[src/hdl/mips_consts.svh]
`ifndef MIPS_CONSTS_SVH
`define MIPS_CONSTS_SVH

// Datapath and instruction field widths
`define MIPS_XLEN         32
`define MIPS_REGADDR_W    5
`define MIPS_OPCODE_W     6
`define MIPS_FUNCT_W      6
`define MIPS_SA_W         5
`define MIPS_IMM_W        16
`define MIPS_JTARGET_W    26
`define MIPS_RESET_PC     32'h0000_0000

// Primary opcodes
`define OPC_SPECIAL       6'h00
`define OPC_REGIMM        6'h01
`define OPC_J             6'h02
`define OPC_JAL           6'h03
`define OPC_BEQ           6'h04
`define OPC_BNE           6'h05
`define OPC_BLEZ          6'h06
`define OPC_BGTZ          6'h07
`define OPC_ADDIU         6'h09
`define OPC_SLTI          6'h0a
`define OPC_SLTIU         6'h0b
`define OPC_ANDI          6'h0c
`define OPC_ORI           6'h0d
`define OPC_XORI          6'h0e
`define OPC_LUI           6'h0f
`define OPC_COP0          6'h10
`define OPC_LW            6'h23
`define OPC_SW            6'h2b

// Sub-decode fields
`define FUNCT_JR          6'h08
`define FUNCT_JALR        6'h09
`define FUNCT_SYSCALL     6'h0c
`define FUNCT_ERET        6'h18
`define RT_BLTZ           5'h00
`define RT_BGEZ           5'h01
`define CP0_RS_MF         5'h00
`define CP0_RS_MT         5'h04

// ALU ops beyond the R-type function codes
`define MIPS_ALU_OPT_W    6
`define ALU_OPT_ADDU      6'h37
`define ALU_OPT_LT        6'h38
`define ALU_OPT_LTU       6'h39
`define ALU_OPT_AND       6'h3a
`define ALU_OPT_OR        6'h3b
`define ALU_OPT_XOR       6'h3c
`define ALU_OPT_SETU      6'h3d
`define ALU_OPT_PASS_OPR1 6'h3e
`define ALU_OPT_DISABLE   6'h3f
`define ALU_SRC_REG       1'b0
`define ALU_SRC_IMM       1'b1

`define MIPS_MEM_OPT_W    3
`define MEM_OPT_NONE      3'd0
`define MEM_OPT_LW        3'd1
`define MEM_OPT_SW        3'd2
`define MEM_OPT_READ_CP0  3'd3
`define MEM_OPT_WRITE_CP0 3'd4
`define MEM_OPT_IS_READ(opt) ((opt) == `MEM_OPT_LW)

`define MIPS_BRANCH_OPT_W 2
`define BRANCH_NONE       2'd0
`define BRANCH_UNCOND     2'd1
`define BRANCH_ON_ALU_EQZ 2'd2
`define BRANCH_ON_ALU_NEZ 2'd3

`define MIPS_EC_W         5
`define EC_NONE           5'd0
`define EC_ADEL           5'd4
`define EC_SYS            5'd8
`define EC_RI             5'd10
`define EC_ERET           5'd31     // Internal marker, not a cause code

// Compact CP0 register numbering
`define MIPS_CP0_REG_W    4
`define CP0_INDEX         4'd0
`define CP0_ENTRY_LO0     4'd1
`define CP0_ENTRY_LO1     4'd2
`define CP0_BADVADDR      4'd3
`define CP0_COUNT         4'd4
`define CP0_ENTRY_HI      4'd5
`define CP0_COMPARE       4'd6
`define CP0_STATUS        4'd7
`define CP0_CAUSE         4'd8
`define CP0_EPC           4'd9
`define CP0_EBASE         4'd10
`define CP0_UNIMPLEMENTED 4'd15

`endif

[src/hdl/mips_pkg.sv]
`include "mips_consts.svh"

package mips_pkg;

	// Register-format view
	typedef struct packed {
		logic [`MIPS_OPCODE_W-1:0]  opcode;
		logic [`MIPS_REGADDR_W-1:0] rs;
		logic [`MIPS_REGADDR_W-1:0] rt;
		logic [`MIPS_REGADDR_W-1:0] rd;
		logic [`MIPS_SA_W-1:0]      sa;
		logic [`MIPS_FUNCT_W-1:0]   funct;
	} instr_r_t;

	// Immediate-format view, jump target is {rs, rt, imm}
	typedef struct packed {
		logic [`MIPS_OPCODE_W-1:0]  opcode;
		logic [`MIPS_REGADDR_W-1:0] rs;
		logic [`MIPS_REGADDR_W-1:0] rt;
		logic [`MIPS_IMM_W-1:0]     imm;
	} instr_i_t;

	typedef union packed {
		instr_r_t r;
		instr_i_t i;
	} instr_u;

	typedef struct packed {
		instr_u                 instr;
		logic [`MIPS_XLEN-1:0]  next_pc;    // Fetch PC plus 4
		logic [`MIPS_EC_W-1:0]  exc_code;
		logic [`MIPS_XLEN-1:0]  exc_addr;
	} if2id_t;

	typedef struct packed {
		logic [`MIPS_REGADDR_W-1:0] addr;
		logic [`MIPS_XLEN-1:0]      data;
	} reg_operand_t;

	typedef struct packed {
		logic [`MIPS_ALU_OPT_W-1:0]    alu_opt;
		logic                          alu_src;
		logic [`MIPS_XLEN-1:0]         alu_sa_imm;
		logic [`MIPS_REGADDR_W-1:0]    wb_reg_addr;
		logic [`MIPS_MEM_OPT_W-1:0]    mem_opt;
		logic [`MIPS_BRANCH_OPT_W-1:0] branch_opt;
		// Top bit selects operand 2 data as the target
		logic [`MIPS_XLEN:0]           branch_dest;
		logic [`MIPS_EC_W-1:0]         exc_code;
		logic [`MIPS_XLEN-1:0]         exc_epc;
		logic [`MIPS_XLEN-1:0]         exc_badvaddr;
	} id2ex_t;

endpackage

[src/hdl/decode_core.sv]
`timescale 1ns/10ps
`include "mips_consts.svh"

module decode_core (
	input  logic                       clk,
	input  logic                       rst,
	input  logic                       stall,
	input  logic                       clear,
	input  logic                       redirect,
	input  logic [`MIPS_XLEN-1:0]      redirect_target,
	output logic [`MIPS_XLEN-1:0]      imem_addr,
	input  logic [`MIPS_XLEN-1:0]      imem_data,
	input  logic [`MIPS_REGADDR_W-1:0] reg_write_addr,
	input  logic [`MIPS_XLEN-1:0]      reg_write_data,
	output mips_pkg::reg_operand_t     op1,
	output mips_pkg::reg_operand_t     op2,
	output mips_pkg::id2ex_t           id2ex
);

	mips_pkg::if2id_t if2id;

	instr_fetch u_fetch (
		.clk             (clk),
		.rst             (rst),
		.stall           (stall),
		.redirect        (redirect),
		.redirect_target (redirect_target),
		.imem_addr       (imem_addr),
		.imem_data       (imem_data),
		.if2id           (if2id)
	);

	// Decode also owns the register file
	stage_id u_decode (
		.clk            (clk),
		.rst            (rst),
		.stall          (stall),
		.clear          (clear),
		.if2id          (if2id),
		.reg_write_addr (reg_write_addr),
		.reg_write_data (reg_write_data),
		.op1            (op1),
		.op2            (op2),
		.id2ex          (id2ex)
	);

endmodule

[src/hdl/instr_fetch.sv]
`timescale 1ns/10ps
`include "mips_consts.svh"

module instr_fetch (
	input  logic                  clk,
	input  logic                  rst,
	input  logic                  stall,
	input  logic                  redirect,
	input  logic [`MIPS_XLEN-1:0] redirect_target,
	output logic [`MIPS_XLEN-1:0] imem_addr,
	input  logic [`MIPS_XLEN-1:0] imem_data,
	output mips_pkg::if2id_t      if2id
);

	logic [`MIPS_XLEN-1:0] pc;
	logic [`MIPS_XLEN-1:0] pc_plus4;
	logic                  misaligned;

	// Registered packet, control and payload kept apart
	logic [`MIPS_XLEN-1:0] fetched_instr;
	logic [`MIPS_EC_W-1:0] fetched_exc;
	logic [`MIPS_XLEN-1:0] fetched_next_pc;
	logic [`MIPS_XLEN-1:0] fetched_exc_addr;

	assign imem_addr  = pc;
	assign pc_plus4   = pc + 32'd4;
	assign misaligned = |pc[1:0];    // Word fetch only

	always_ff @(posedge clk) begin
		if (rst) begin
			pc <= `MIPS_RESET_PC;
		end else if (!stall) begin
			pc <= redirect ? redirect_target : pc_plus4;
		end
	end

	always_ff @(posedge clk) begin
		if (rst) begin
			fetched_instr <= '0;
			fetched_exc   <= `EC_NONE;
		end else if (!stall) begin
			if (misaligned) begin
				// Memory word ignored, packet becomes an address error
				fetched_instr <= '0;
				fetched_exc   <= `EC_ADEL;
			end else begin
				fetched_instr <= imem_data;
				fetched_exc   <= `EC_NONE;
			end
		end
	end

	always_ff @(posedge clk) begin
		if (!stall) begin
			fetched_next_pc  <= pc_plus4;
			fetched_exc_addr <= pc;    // Faulting address
		end
	end

	always_comb begin
		if2id.instr    = fetched_instr;
		if2id.next_pc  = fetched_next_pc;
		if2id.exc_code = fetched_exc;
		if2id.exc_addr = fetched_exc_addr;
	end

endmodule

[src/hdl/register_file.sv]
`timescale 1ns/10ps
`include "mips_consts.svh"

module register_file (
	input  logic                       clk,
	input  logic                       rst,
	input  logic [`MIPS_REGADDR_W-1:0] read1_addr,
	input  logic [`MIPS_REGADDR_W-1:0] read2_addr,
	input  logic [`MIPS_REGADDR_W-1:0] write_addr,
	input  logic [`MIPS_XLEN-1:0]      data_in,
	output logic [`MIPS_XLEN-1:0]      data_out1,
	output logic [`MIPS_XLEN-1:0]      data_out2
);

	localparam int NUM_REGS = 2 ** `MIPS_REGADDR_W;

	// Register 0 has no storage
	logic [`MIPS_XLEN-1:0] regs [1:NUM_REGS-1];

	always_ff @(posedge clk) begin
		if (rst) begin
			for (int i = 1; i < NUM_REGS; i++) begin
				regs[i] <= '0;
			end
		end else if (write_addr != '0) begin    // Address 0 means no write
			regs[write_addr] <= data_in;
		end
	end

	// Reads see the value before this cycle's write
	assign data_out1 = (read1_addr == '0) ? '0 : regs[read1_addr];
	assign data_out2 = (read2_addr == '0) ? '0 : regs[read2_addr];

endmodule

[src/hdl/stage_id.sv]
`timescale 1ns/10ps
`include "mips_consts.svh"

module stage_id (
	input  logic                       clk,
	input  logic                       rst,
	input  logic                       stall,
	input  logic                       clear,
	input  mips_pkg::if2id_t           if2id,
	input  logic [`MIPS_REGADDR_W-1:0] reg_write_addr,
	input  logic [`MIPS_XLEN-1:0]      reg_write_data,
	output mips_pkg::reg_operand_t     op1,
	output mips_pkg::reg_operand_t     op2,
	output mips_pkg::id2ex_t           id2ex
);

	mips_pkg::instr_u                instr;
	logic [`MIPS_XLEN-1:0]           next_pc;
	logic [`MIPS_XLEN-1:0]           rf_data1;
	logic [`MIPS_XLEN-1:0]           rf_data2;
	logic [`MIPS_XLEN-1:0]           imm_sext;
	logic [`MIPS_XLEN-1:0]           imm_zext;
	logic [`MIPS_JTARGET_W-1:0]      jtarget;
	logic [`MIPS_XLEN:0]             dest_pc_rel;
	logic [`MIPS_XLEN:0]             dest_region;
	logic [`MIPS_CP0_REG_W-1:0]      cp0_regnum;
	logic                            in_delay_slot;

	assign instr    = if2id.instr;
	assign next_pc  = if2id.next_pc;
	assign imm_sext = {{(`MIPS_XLEN-`MIPS_IMM_W){instr.i.imm[`MIPS_IMM_W-1]}}, instr.i.imm};
	assign imm_zext = {{(`MIPS_XLEN-`MIPS_IMM_W){1'b0}}, instr.i.imm};
	assign jtarget  = {instr.i.rs, instr.i.rt, instr.i.imm};

	assign dest_pc_rel = {1'b0, next_pc + {imm_sext[`MIPS_XLEN-3:0], 2'b00}};
	assign dest_region = {1'b0, next_pc[`MIPS_XLEN-1 -: 4], jtarget, 2'b00};    // 256MB region

	// Last decode was a branch or jump, so this one sits in its delay slot
	assign in_delay_slot = (id2ex.branch_opt != `BRANCH_NONE);

	register_file u_regfile (
		.clk        (clk),
		.rst        (rst),
		.read1_addr (instr.r.rs),
		.read2_addr (instr.r.rt),
		.write_addr (reg_write_addr),
		.data_in    (reg_write_data),
		.data_out1  (rf_data1),
		.data_out2  (rf_data2)
	);

	always_comb begin
		case (instr.r.rd)
			5'd0:    cp0_regnum = `CP0_INDEX;
			5'd2:    cp0_regnum = `CP0_ENTRY_LO0;
			5'd3:    cp0_regnum = `CP0_ENTRY_LO1;
			5'd8:    cp0_regnum = `CP0_BADVADDR;
			5'd9:    cp0_regnum = `CP0_COUNT;
			5'd10:   cp0_regnum = `CP0_ENTRY_HI;
			5'd11:   cp0_regnum = `CP0_COMPARE;
			5'd12:   cp0_regnum = `CP0_STATUS;
			5'd13:   cp0_regnum = `CP0_CAUSE;
			5'd14:   cp0_regnum = `CP0_EPC;
			5'd15:   cp0_regnum = `CP0_EBASE;
			default: cp0_regnum = `CP0_UNIMPLEMENTED;
		endcase
	end

	task automatic assign_reg1;
		op1.addr <= instr.r.rs;
		op1.data <= rf_data1;
	endtask

	task automatic assign_reg2;
		op2.addr <= instr.r.rt;
		op2.data <= rf_data2;
	endtask

	// rs routed to the second operand
	task automatic rs_to_reg2;
		op2.addr <= instr.r.rs;
		op2.data <= rf_data1;
	endtask

	task automatic alu_from_reg(input logic [`MIPS_ALU_OPT_W-1:0] opt);
		id2ex.alu_src <= `ALU_SRC_REG;
		id2ex.alu_opt <= opt;
	endtask

	task automatic alu_from_imm(input logic [`MIPS_ALU_OPT_W-1:0] opt,
			input logic [`MIPS_XLEN-1:0] imm);
		id2ex.alu_src    <= `ALU_SRC_IMM;
		id2ex.alu_opt    <= opt;
		id2ex.alu_sa_imm <= imm;
	endtask

	task automatic proc_rtype;
		id2ex.wb_reg_addr <= instr.r.rd;
		assign_reg1();
		assign_reg2();
		id2ex.alu_sa_imm <= {{(`MIPS_XLEN-`MIPS_SA_W){1'b0}}, instr.r.sa};
		alu_from_reg(instr.r.funct);    // Function code used as ALU op
	endtask

	// Address is rs plus the offset
	task automatic mem_access(input logic [`MIPS_MEM_OPT_W-1:0] opt);
		assign_reg1();
		assign_reg2();
		alu_from_imm(`ALU_OPT_ADDU, imm_sext);
		if (`MEM_OPT_IS_READ(opt)) begin
			id2ex.wb_reg_addr <= instr.i.rt;
		end
		id2ex.mem_opt <= opt;
	endtask

	task automatic wb_with_alu_imm(input logic [`MIPS_ALU_OPT_W-1:0] opt,
			input logic [`MIPS_XLEN-1:0] imm);
		id2ex.wb_reg_addr <= instr.i.rt;
		assign_reg1();
		alu_from_imm(opt, imm);
	endtask

	task automatic proc_cond_branch(input logic set_reg,
			input logic [`MIPS_ALU_OPT_W-1:0] opt,
			input logic [`MIPS_BRANCH_OPT_W-1:0] cond);
		if (set_reg) begin
			assign_reg1();
			assign_reg2();
		end
		alu_from_reg(opt);
		id2ex.branch_opt  <= cond;
		id2ex.branch_dest <= dest_pc_rel;
	endtask

	task automatic invalid_instruction;
		id2ex.exc_code <= `EC_RI;
	endtask

	task automatic proc_itype;
		case (instr.i.opcode)
			`OPC_REGIMM: begin
				if (instr.i.rt == `RT_BGEZ) begin
					assign_reg1();    // rs < 0 is false
					proc_cond_branch(1'b0, `ALU_OPT_LT, `BRANCH_ON_ALU_EQZ);
				end else if (instr.i.rt == `RT_BLTZ) begin
					assign_reg1();
					proc_cond_branch(1'b0, `ALU_OPT_LT, `BRANCH_ON_ALU_NEZ);
				end else begin
					invalid_instruction();
				end
			end
			`OPC_BEQ: proc_cond_branch(1'b1, `ALU_OPT_XOR, `BRANCH_ON_ALU_EQZ);
			`OPC_BNE: proc_cond_branch(1'b1, `ALU_OPT_XOR, `BRANCH_ON_ALU_NEZ);
			`OPC_BLEZ, `OPC_BGTZ: begin
				if (instr.i.rt == '0) begin
					// Compare 0 < rs
					rs_to_reg2();
					proc_cond_branch(1'b0, `ALU_OPT_LT, (instr.i.opcode == `OPC_BLEZ) ?
						`BRANCH_ON_ALU_EQZ : `BRANCH_ON_ALU_NEZ);
				end else begin
					invalid_instruction();
				end
			end
			`OPC_ADDIU: wb_with_alu_imm(`ALU_OPT_ADDU, imm_sext);
			`OPC_SLTI:  wb_with_alu_imm(`ALU_OPT_LT, imm_sext);
			`OPC_SLTIU: wb_with_alu_imm(`ALU_OPT_LTU, imm_sext);
			`OPC_ANDI:  wb_with_alu_imm(`ALU_OPT_AND, imm_zext);
			`OPC_ORI:   wb_with_alu_imm(`ALU_OPT_OR, imm_zext);
			`OPC_XORI:  wb_with_alu_imm(`ALU_OPT_XOR, imm_zext);
			`OPC_LUI:   wb_with_alu_imm(`ALU_OPT_SETU, {instr.i.imm, 16'h0000});
			`OPC_LW:    mem_access(`MEM_OPT_LW);
			`OPC_SW:    mem_access(`MEM_OPT_SW);
			default:    invalid_instruction();
		endcase
	endtask

	task automatic proc_instr_j;
		id2ex.branch_opt  <= `BRANCH_UNCOND;
		id2ex.branch_dest <= dest_region;
	endtask

	task automatic proc_instr_jr;
		id2ex.branch_opt     <= `BRANCH_UNCOND;
		id2ex.branch_dest[`MIPS_XLEN] <= 1'b1;    // Target from operand 2
		rs_to_reg2();
	endtask

	// Link value passes through the ALU
	task automatic proc_instr_jal;
		proc_instr_j();
		op1.data          <= next_pc + 32'd4;
		id2ex.alu_opt     <= `ALU_OPT_PASS_OPR1;
		id2ex.wb_reg_addr <= 5'd31;
	endtask

	task automatic proc_instr_jalr;
		proc_instr_jal();
		proc_instr_jr();
		id2ex.wb_reg_addr <= instr.r.rd;
	endtask

	task automatic proc_cp0;
		if (instr.r.funct == `FUNCT_ERET) begin
			id2ex.exc_code <= `EC_ERET;
		end else if (instr.r.rs == `CP0_RS_MF) begin
			id2ex.mem_opt     <= `MEM_OPT_READ_CP0;
			op1.data          <= {{(`MIPS_XLEN-`MIPS_CP0_REG_W){1'b0}}, cp0_regnum};
			id2ex.alu_opt     <= `ALU_OPT_PASS_OPR1;
			id2ex.wb_reg_addr <= instr.r.rt;
		end else if (instr.r.rs == `CP0_RS_MT) begin
			id2ex.mem_opt <= `MEM_OPT_WRITE_CP0;
			op1.data      <= {{(`MIPS_XLEN-`MIPS_CP0_REG_W){1'b0}}, cp0_regnum};
			assign_reg2();    // Value to write
			id2ex.alu_opt <= `ALU_OPT_PASS_OPR1;
		end else begin
			invalid_instruction();
		end
	endtask

	task automatic set_bubble;
		id2ex.alu_opt      <= `ALU_OPT_DISABLE;
		id2ex.alu_src      <= `ALU_SRC_REG;
		id2ex.alu_sa_imm   <= '0;
		id2ex.wb_reg_addr  <= '0;
		id2ex.mem_opt      <= `MEM_OPT_NONE;
		id2ex.branch_opt   <= `BRANCH_NONE;
		id2ex.branch_dest  <= '0;
		id2ex.exc_code     <= `EC_NONE;
		id2ex.exc_epc      <= '0;
		id2ex.exc_badvaddr <= '0;
		op1 <= '0;
		op2 <= '0;
	endtask

	task automatic do_decode;
		case (instr.r.opcode)
			`OPC_SPECIAL: begin
				case (instr.r.funct)
					`FUNCT_JR:      proc_instr_jr();
					`FUNCT_JALR:    proc_instr_jalr();
					`FUNCT_SYSCALL: id2ex.exc_code <= `EC_SYS;
					default:        proc_rtype();
				endcase
			end
			`OPC_J:    proc_instr_j();
			`OPC_JAL:  proc_instr_jal();
			`OPC_COP0: proc_cp0();
			default:   proc_itype();
		endcase
	endtask

	// Later assignments in the same edge override the bubble defaults
	always_ff @(posedge clk) begin
		if (rst) begin
			set_bubble();
		end else if (!stall) begin
			set_bubble();
			if (!clear) begin
				if (if2id.exc_code != `EC_NONE) begin
					id2ex.exc_code     <= if2id.exc_code;
					id2ex.exc_epc      <= if2id.exc_addr;
					id2ex.exc_badvaddr <= if2id.exc_addr;
				end else begin
					id2ex.exc_epc <= in_delay_slot ? next_pc - 32'd8 : next_pc - 32'd4;
					do_decode();
				end
			end
		end
	end

endmodule

[config.mk]
export PLATFORM = sky130hd
export DESIGN_NAME = decode_core
export DESIGN_NICKNAME = d
export VERILOG_FILES = /design/src/hdl/mips_pkg.sv /design/src/hdl/decode_core.sv /design/src/hdl/instr_fetch.sv /design/src/hdl/register_file.sv /design/src/hdl/stage_id.sv
export VERILOG_INCLUDE_DIRS = /design/src /design/src/hdl
export SDC_FILE = /design/constraint.sdc
export NUM_CORES = 2
export LEC_CHECK = 0
export BUFFER_PORTS_ARGS = -buffer_cell sky130_fd_sc_hd__clkbuf_2
export CORE_MARGIN = 2
export CORE_UTILIZATION = 30
export DETAILED_ROUTE_END_ITERATION = 16
export PLACE_DENSITY = 0.49
export SETUP_SLACK_MARGIN = 0.15
export SLEW_MARGIN = 20
export SYNTH_ARGS = -nofsm -noshare
export SYNTH_HDL_FRONTEND = slang
export SYNTH_SLANG_ARGS = --single-unit
[constraint.sdc]
create_clock -name clk -period 5.98 [get_ports clk]
set_clock_uncertainty 0.15 [all_clocks]
set_input_delay 0.897 -clock clk [delete_from_list [all_inputs] [get_ports clk]]
set_output_delay 0.897 -clock clk [all_outputs]
set_load 0.05 [all_outputs]
==> metrics list <==
* Part of the cycle the worst path needs: 0.6691
* Full die area: 239900 um2
* Hold Path Stages: 3
* Finished Core Util: 0.3464
- Counting tap cells, the placed design contains a total of 8233 instances.
- The number of pins exceeding their max-slew limit in the final report is 0.
- Core Region: 235000 um2
* Number of placement rows: 178
- Buffers added to address setup during post-CTS repair amount to 0.
- For hold timing, the worst endpoint is u_fetch.fetched_instr[30].
* CTS tree: built
- The net count of the finished layout is around 5400.
* Worst r2r src: u_fetch.fetched_instr[26]
- Final setup violation count: 0
- Gr busiest metal: met2
* Final number of hold-violating endpoints: 0
- The clock net in this run drives a total of around 1400 sinks.
* Number of instances in the synthesized netlist: 5049
- Remaining number of nets flagged by the antenna check after routing: 0
* Latest clock arrival within the worst-skew pair: 0.82 ns
- Synthesis inferred 1389 register bits.
- In the routed design, unresolved DRC markers number 0.
- Cell-internal power: 17660 uW
- Summed instance area of the synthesized netlist: ~71000 um2
* Power spent charging and discharging nets: 6452 uW
* Initial antenna violation count: 29
* Primary flip-flop cell chosen by synthesis mapping: sky130_fd_sc_hd__edfxtp_1
- Number of global-route vias before repair: 46740
- Top cells by area in the synthesized netlist: sky130_fd_sc_hd__edfxtp_1 46%, sky130_fd_sc_hd__mux4_2 20%, sky130_fd_sc_hd__and2_1 8.9%, sky130_fd_sc_hd__dfxtp_1 8.6%, sky130_fd_sc_hd__clkbuf_1 2.0%
- Worst-case vdd ir drop: slightly above 200 uV
* Design Area, Final: 81400 um2
* List of most frequent post-synthesis cells: 1086 x sky130_fd_sc_hd__edfxtp_1, 1002 x sky130_fd_sc_hd__and2_1, 637 x sky130_fd_sc_hd__mux4_2
- WP data arrival: 4.59 ns
- Across every metal layer, demand over resource in global routing totals 0.2244.
- In the global route stage, met3 resource usage came out at 0.04336.
- The endpoint identified for the worst register-to-register timing path is u_decode.op2[28].
- Most frequent cell after synthesis: sky130_fd_sc_hd__edfxtp_1
* Count of input and output buffers: approximately 360
* Non-Filler Instances: 8546
* Switching share of power: 0.2676
- Total congestion overflow: 0
- Result of the run: finished clean
- Slack of the worst reg-to-reg path: slightly below 2 ns
- Global-route wire length before repair: 377900 um
- The first detailed-routing pass took 8 iterations.
- For this design, the CTS-stage hold fixing added 0 buffers.
* Effective utilization at floorplan: 0.3014
- Overall die height: a little under 500 um
* Category of the worst setup path launch point: flop
* Violation count after the first detailed-routing iteration: around 6000
- Total number of H-tree levels: 4
- Combinational share of power: 0.123
- The share of synthesized area in the top cell type comes to 0.4605.
- The worst hold path begins at imem_data[30].
- Data required time of the worst path: 6.57 ns
- Each instance of the synthesized netlist takes up on average 14.02 um2.
* Fraction of final layout cells sized beyond drive strength 1: 0.2746
- Setup repair after global routing left no endpoint under its margin.
- Worst-case headroom to the max-slew limit: 0.2069
* HPWL after detailed placement: 173400 um
* Pin count of the biggest net entering global routing: 96
- During I/O placement, the number of pins put on the boundary was 363.
- Total wirelength of the detailed-routed design: 274000 um
* Number of synthesized flops with an enable pin: 1086
- The worst path in the final design needs a cycle of 4.001 ns, including I/O delays and setup.
* Maximum buffer depth of the clock tree: 3
- Of the total power, the clock network draws 0.406.
* Proportion of synthesized flip-flops having asynchronous set or reset: 0
* Worst-path clk slew: roughly 0.07 ns
- Netlist cell types: 88
- Number of gates resized after cts: 0
- Via density per instance: between 5 and 6
- The area growth from synthesis to layout is 14.96%.
- The floorplan step set the die width to around 490 um.
- Placed Area: 76230 um2
- Counting the fill cells in the layout gives 22670.
- Root buf cell: sky130_fd_sc_hd__clkbuf_16
- Maxcap violations: 0
- Routed len/inst: 32.06 um
- Slew at the pin closest to its max-slew limit: 1.157 ns
- Final hold slack: 0.1776 ns
* Met1 capacity usage during global routing: 0.3007
- The share of the Yosys chip area taken by registers is 0.5462.
* Total negative slack for setup checks: 0 ns
- Across all layers, the routed design uses approximately 47000 vias.
* Leakage component of the power: 0.02738 uW
- Power spread over the standard cell area amounts to 296.2 nW/um2.
- Yosys top cell by area: sky130_fd_sc_hd__edfxtp_1
- Buffers inserted during clock tree synthesis total 158.
- The share of total power dissipated in sequential elements is 0.472.
- Kind of path behind the tightest hold check: primary input to flop
- For met2 alone, demand over resource in global routing was 0.3685.
- Measured in cells, the most critical reg-to-reg path has a length of 9.
- The setup path with the least slack is of type flop to flop.
- STA classifies the critical path endpoint as a flop.
- Maximum fanout along the worst path: 22
* Max Freq: 249.9 MHz
- At the end of routability-driven placement, the weighted congestion stood at roughly 0.9.
* Number of warnings reported in the yosys synthesis log: 0
[power by group through the flow]
stage	logic [uW]	registers [uW]	clock network, uW
after floorplan	1800	11400	0
after global placement	2930	11500	0
after detailed placement	2940	11600	0
after CTS	2950	11400	9910
final	2960	11400	9780
after global routing	3090	11400	10300
[sequential cells by signal, summed over array words and instances (netlist names), named ones only]
| signal | count |
|---|---|
| u_decode.id2ex | 150 |
| u_decode.op1 | 37 |
| u_decode.op2 | 37 |
| u_decode.u_regfile.regs | 1024 |
| u_fetch.fetched_exc | 1 |
| u_fetch.fetched_exc_addr | 32 |
| u_fetch.fetched_instr | 32 |
| u_fetch.fetched_next_pc | 30 |
| u_fetch.imem_addr | 32 |
[routing by layer]
layer  part of all wire  vias to the layer above
met5            0.00011                        -
met4              0.029                        4
met3              0.079                      386
met2               0.48                     2327
met1               0.41                    24950
li1                   -                    19680
[worst max path at each step]
stage	start	end	slack, ns	cells past startpoint
2_1_floorplan	stall	u_fetch.imem_addr[24]	2.27	5
3_3_place_gp	stall	u_decode.op2[31]	1.78	7
3_5_place_dp	stall	u_decode.op2[28]	1.77	7
4_1_cts	flop	u_decode.op1[23]	1.94	7
5_1_grt	flop	u_decode.op1[23]	1.80	7
6_report	u_fetch.fetched_instr[26]	u_decode.op2[28]	1.98	9
[stage by stage]
step / setup slack, ns / power, uW
final: 1.979 / 24110
after CTS: 1.939 / 24220
after global placement: 1.777 / 14470
after global routing: 1.797 / 24780
after floorplan: 2.266 / 13230
after detailed placement: 1.769 / 14510
[placed cells by master (no fill, tap or decap), types with 37 or more instances in the layout]
| cell type | instances |
|---|---|
| sky130_fd_sc_hd__edfxtp_1 | 1086 |
| sky130_fd_sc_hd__dfxtp_1 | 293 |
| sky130_fd_sc_hd__mux4_2 | 637 |
| sky130_fd_sc_hd__a22oi_1 | 135 |
| sky130_fd_sc_hd__a21oi_1 | 131 |
| sky130_fd_sc_hd__o21ai_0 | 57 |
| sky130_fd_sc_hd__clkbuf_1 | 53 |
| sky130_fd_sc_hd__xnor2_1 | 53 |
| sky130_fd_sc_hd__nand2_1 | 140 |
| sky130_fd_sc_hd__and2_1 | 1001 |
| sky130_fd_sc_hd__xor2_1 | 56 |
| sky130_fd_sc_hd__ha_1 | 37 |
| sky130_fd_sc_hd__mux2i_1 | 69 |
| sky130_fd_sc_hd__nor2_1 | 324 |
| sky130_fd_sc_hd__clkbuf_2 | 360 |
| sky130_fd_sc_hd__clkbuf_16 | 163 |
| sky130_fd_sc_hd__buf_4 | 110 |
[worst max-delay path, cell delays in order (launching register included)]
cell and delay, ns:
sky130_fd_sc_hd__dfxtp_1 0.51, sky130_fd_sc_hd__or4_4 0.64, sky130_fd_sc_hd__nor3b_2 0.32, sky130_fd_sc_hd__nor3b_2 0.44, sky130_fd_sc_hd__nand2_1 0.12, sky130_fd_sc_hd__o211ai_2 0.15, sky130_fd_sc_hd__nand3_2 0.80, sky130_fd_sc_hd__buf_4 0.52
sky130_fd_sc_hd__nor2_1 0.14, sky130_fd_sc_hd__a221o_1 0.11
[kinds of logic after synthesis]
kind of cell             share of synthesized area
adder cells (fa/ha/maj)                   0.006962
multiplexers                                0.2143
AO/OA/AOI/OAI                              0.05357
AND/OR/NAND/NOR                             0.1369
other                                   0.00005296
flip-flops                                  0.5462
buffers and inverters                      0.02861
XOR/XNOR                                   0.01348
[layout make-up]
cell class | instances | area, um2 | area share
Timing Repair Buffer | 490 | 3017 | 0.03706
Tap cell | 3150 | 3941 | 0.04842
Clock buffer | 238 | 4581 | 0.05627
Multi-Input combinational cell | 3183 | 30500 | 0.3747
Antenna cell | 18 | 45.04 | 0.0005533
Inverter | 22 | 83.83 | 0.001030
Clock inverter | 56 | 516.7 | 0.006348
Sequential cell | 1389 | 38710 | 0.4756
(Power assumes the default switching activity.)
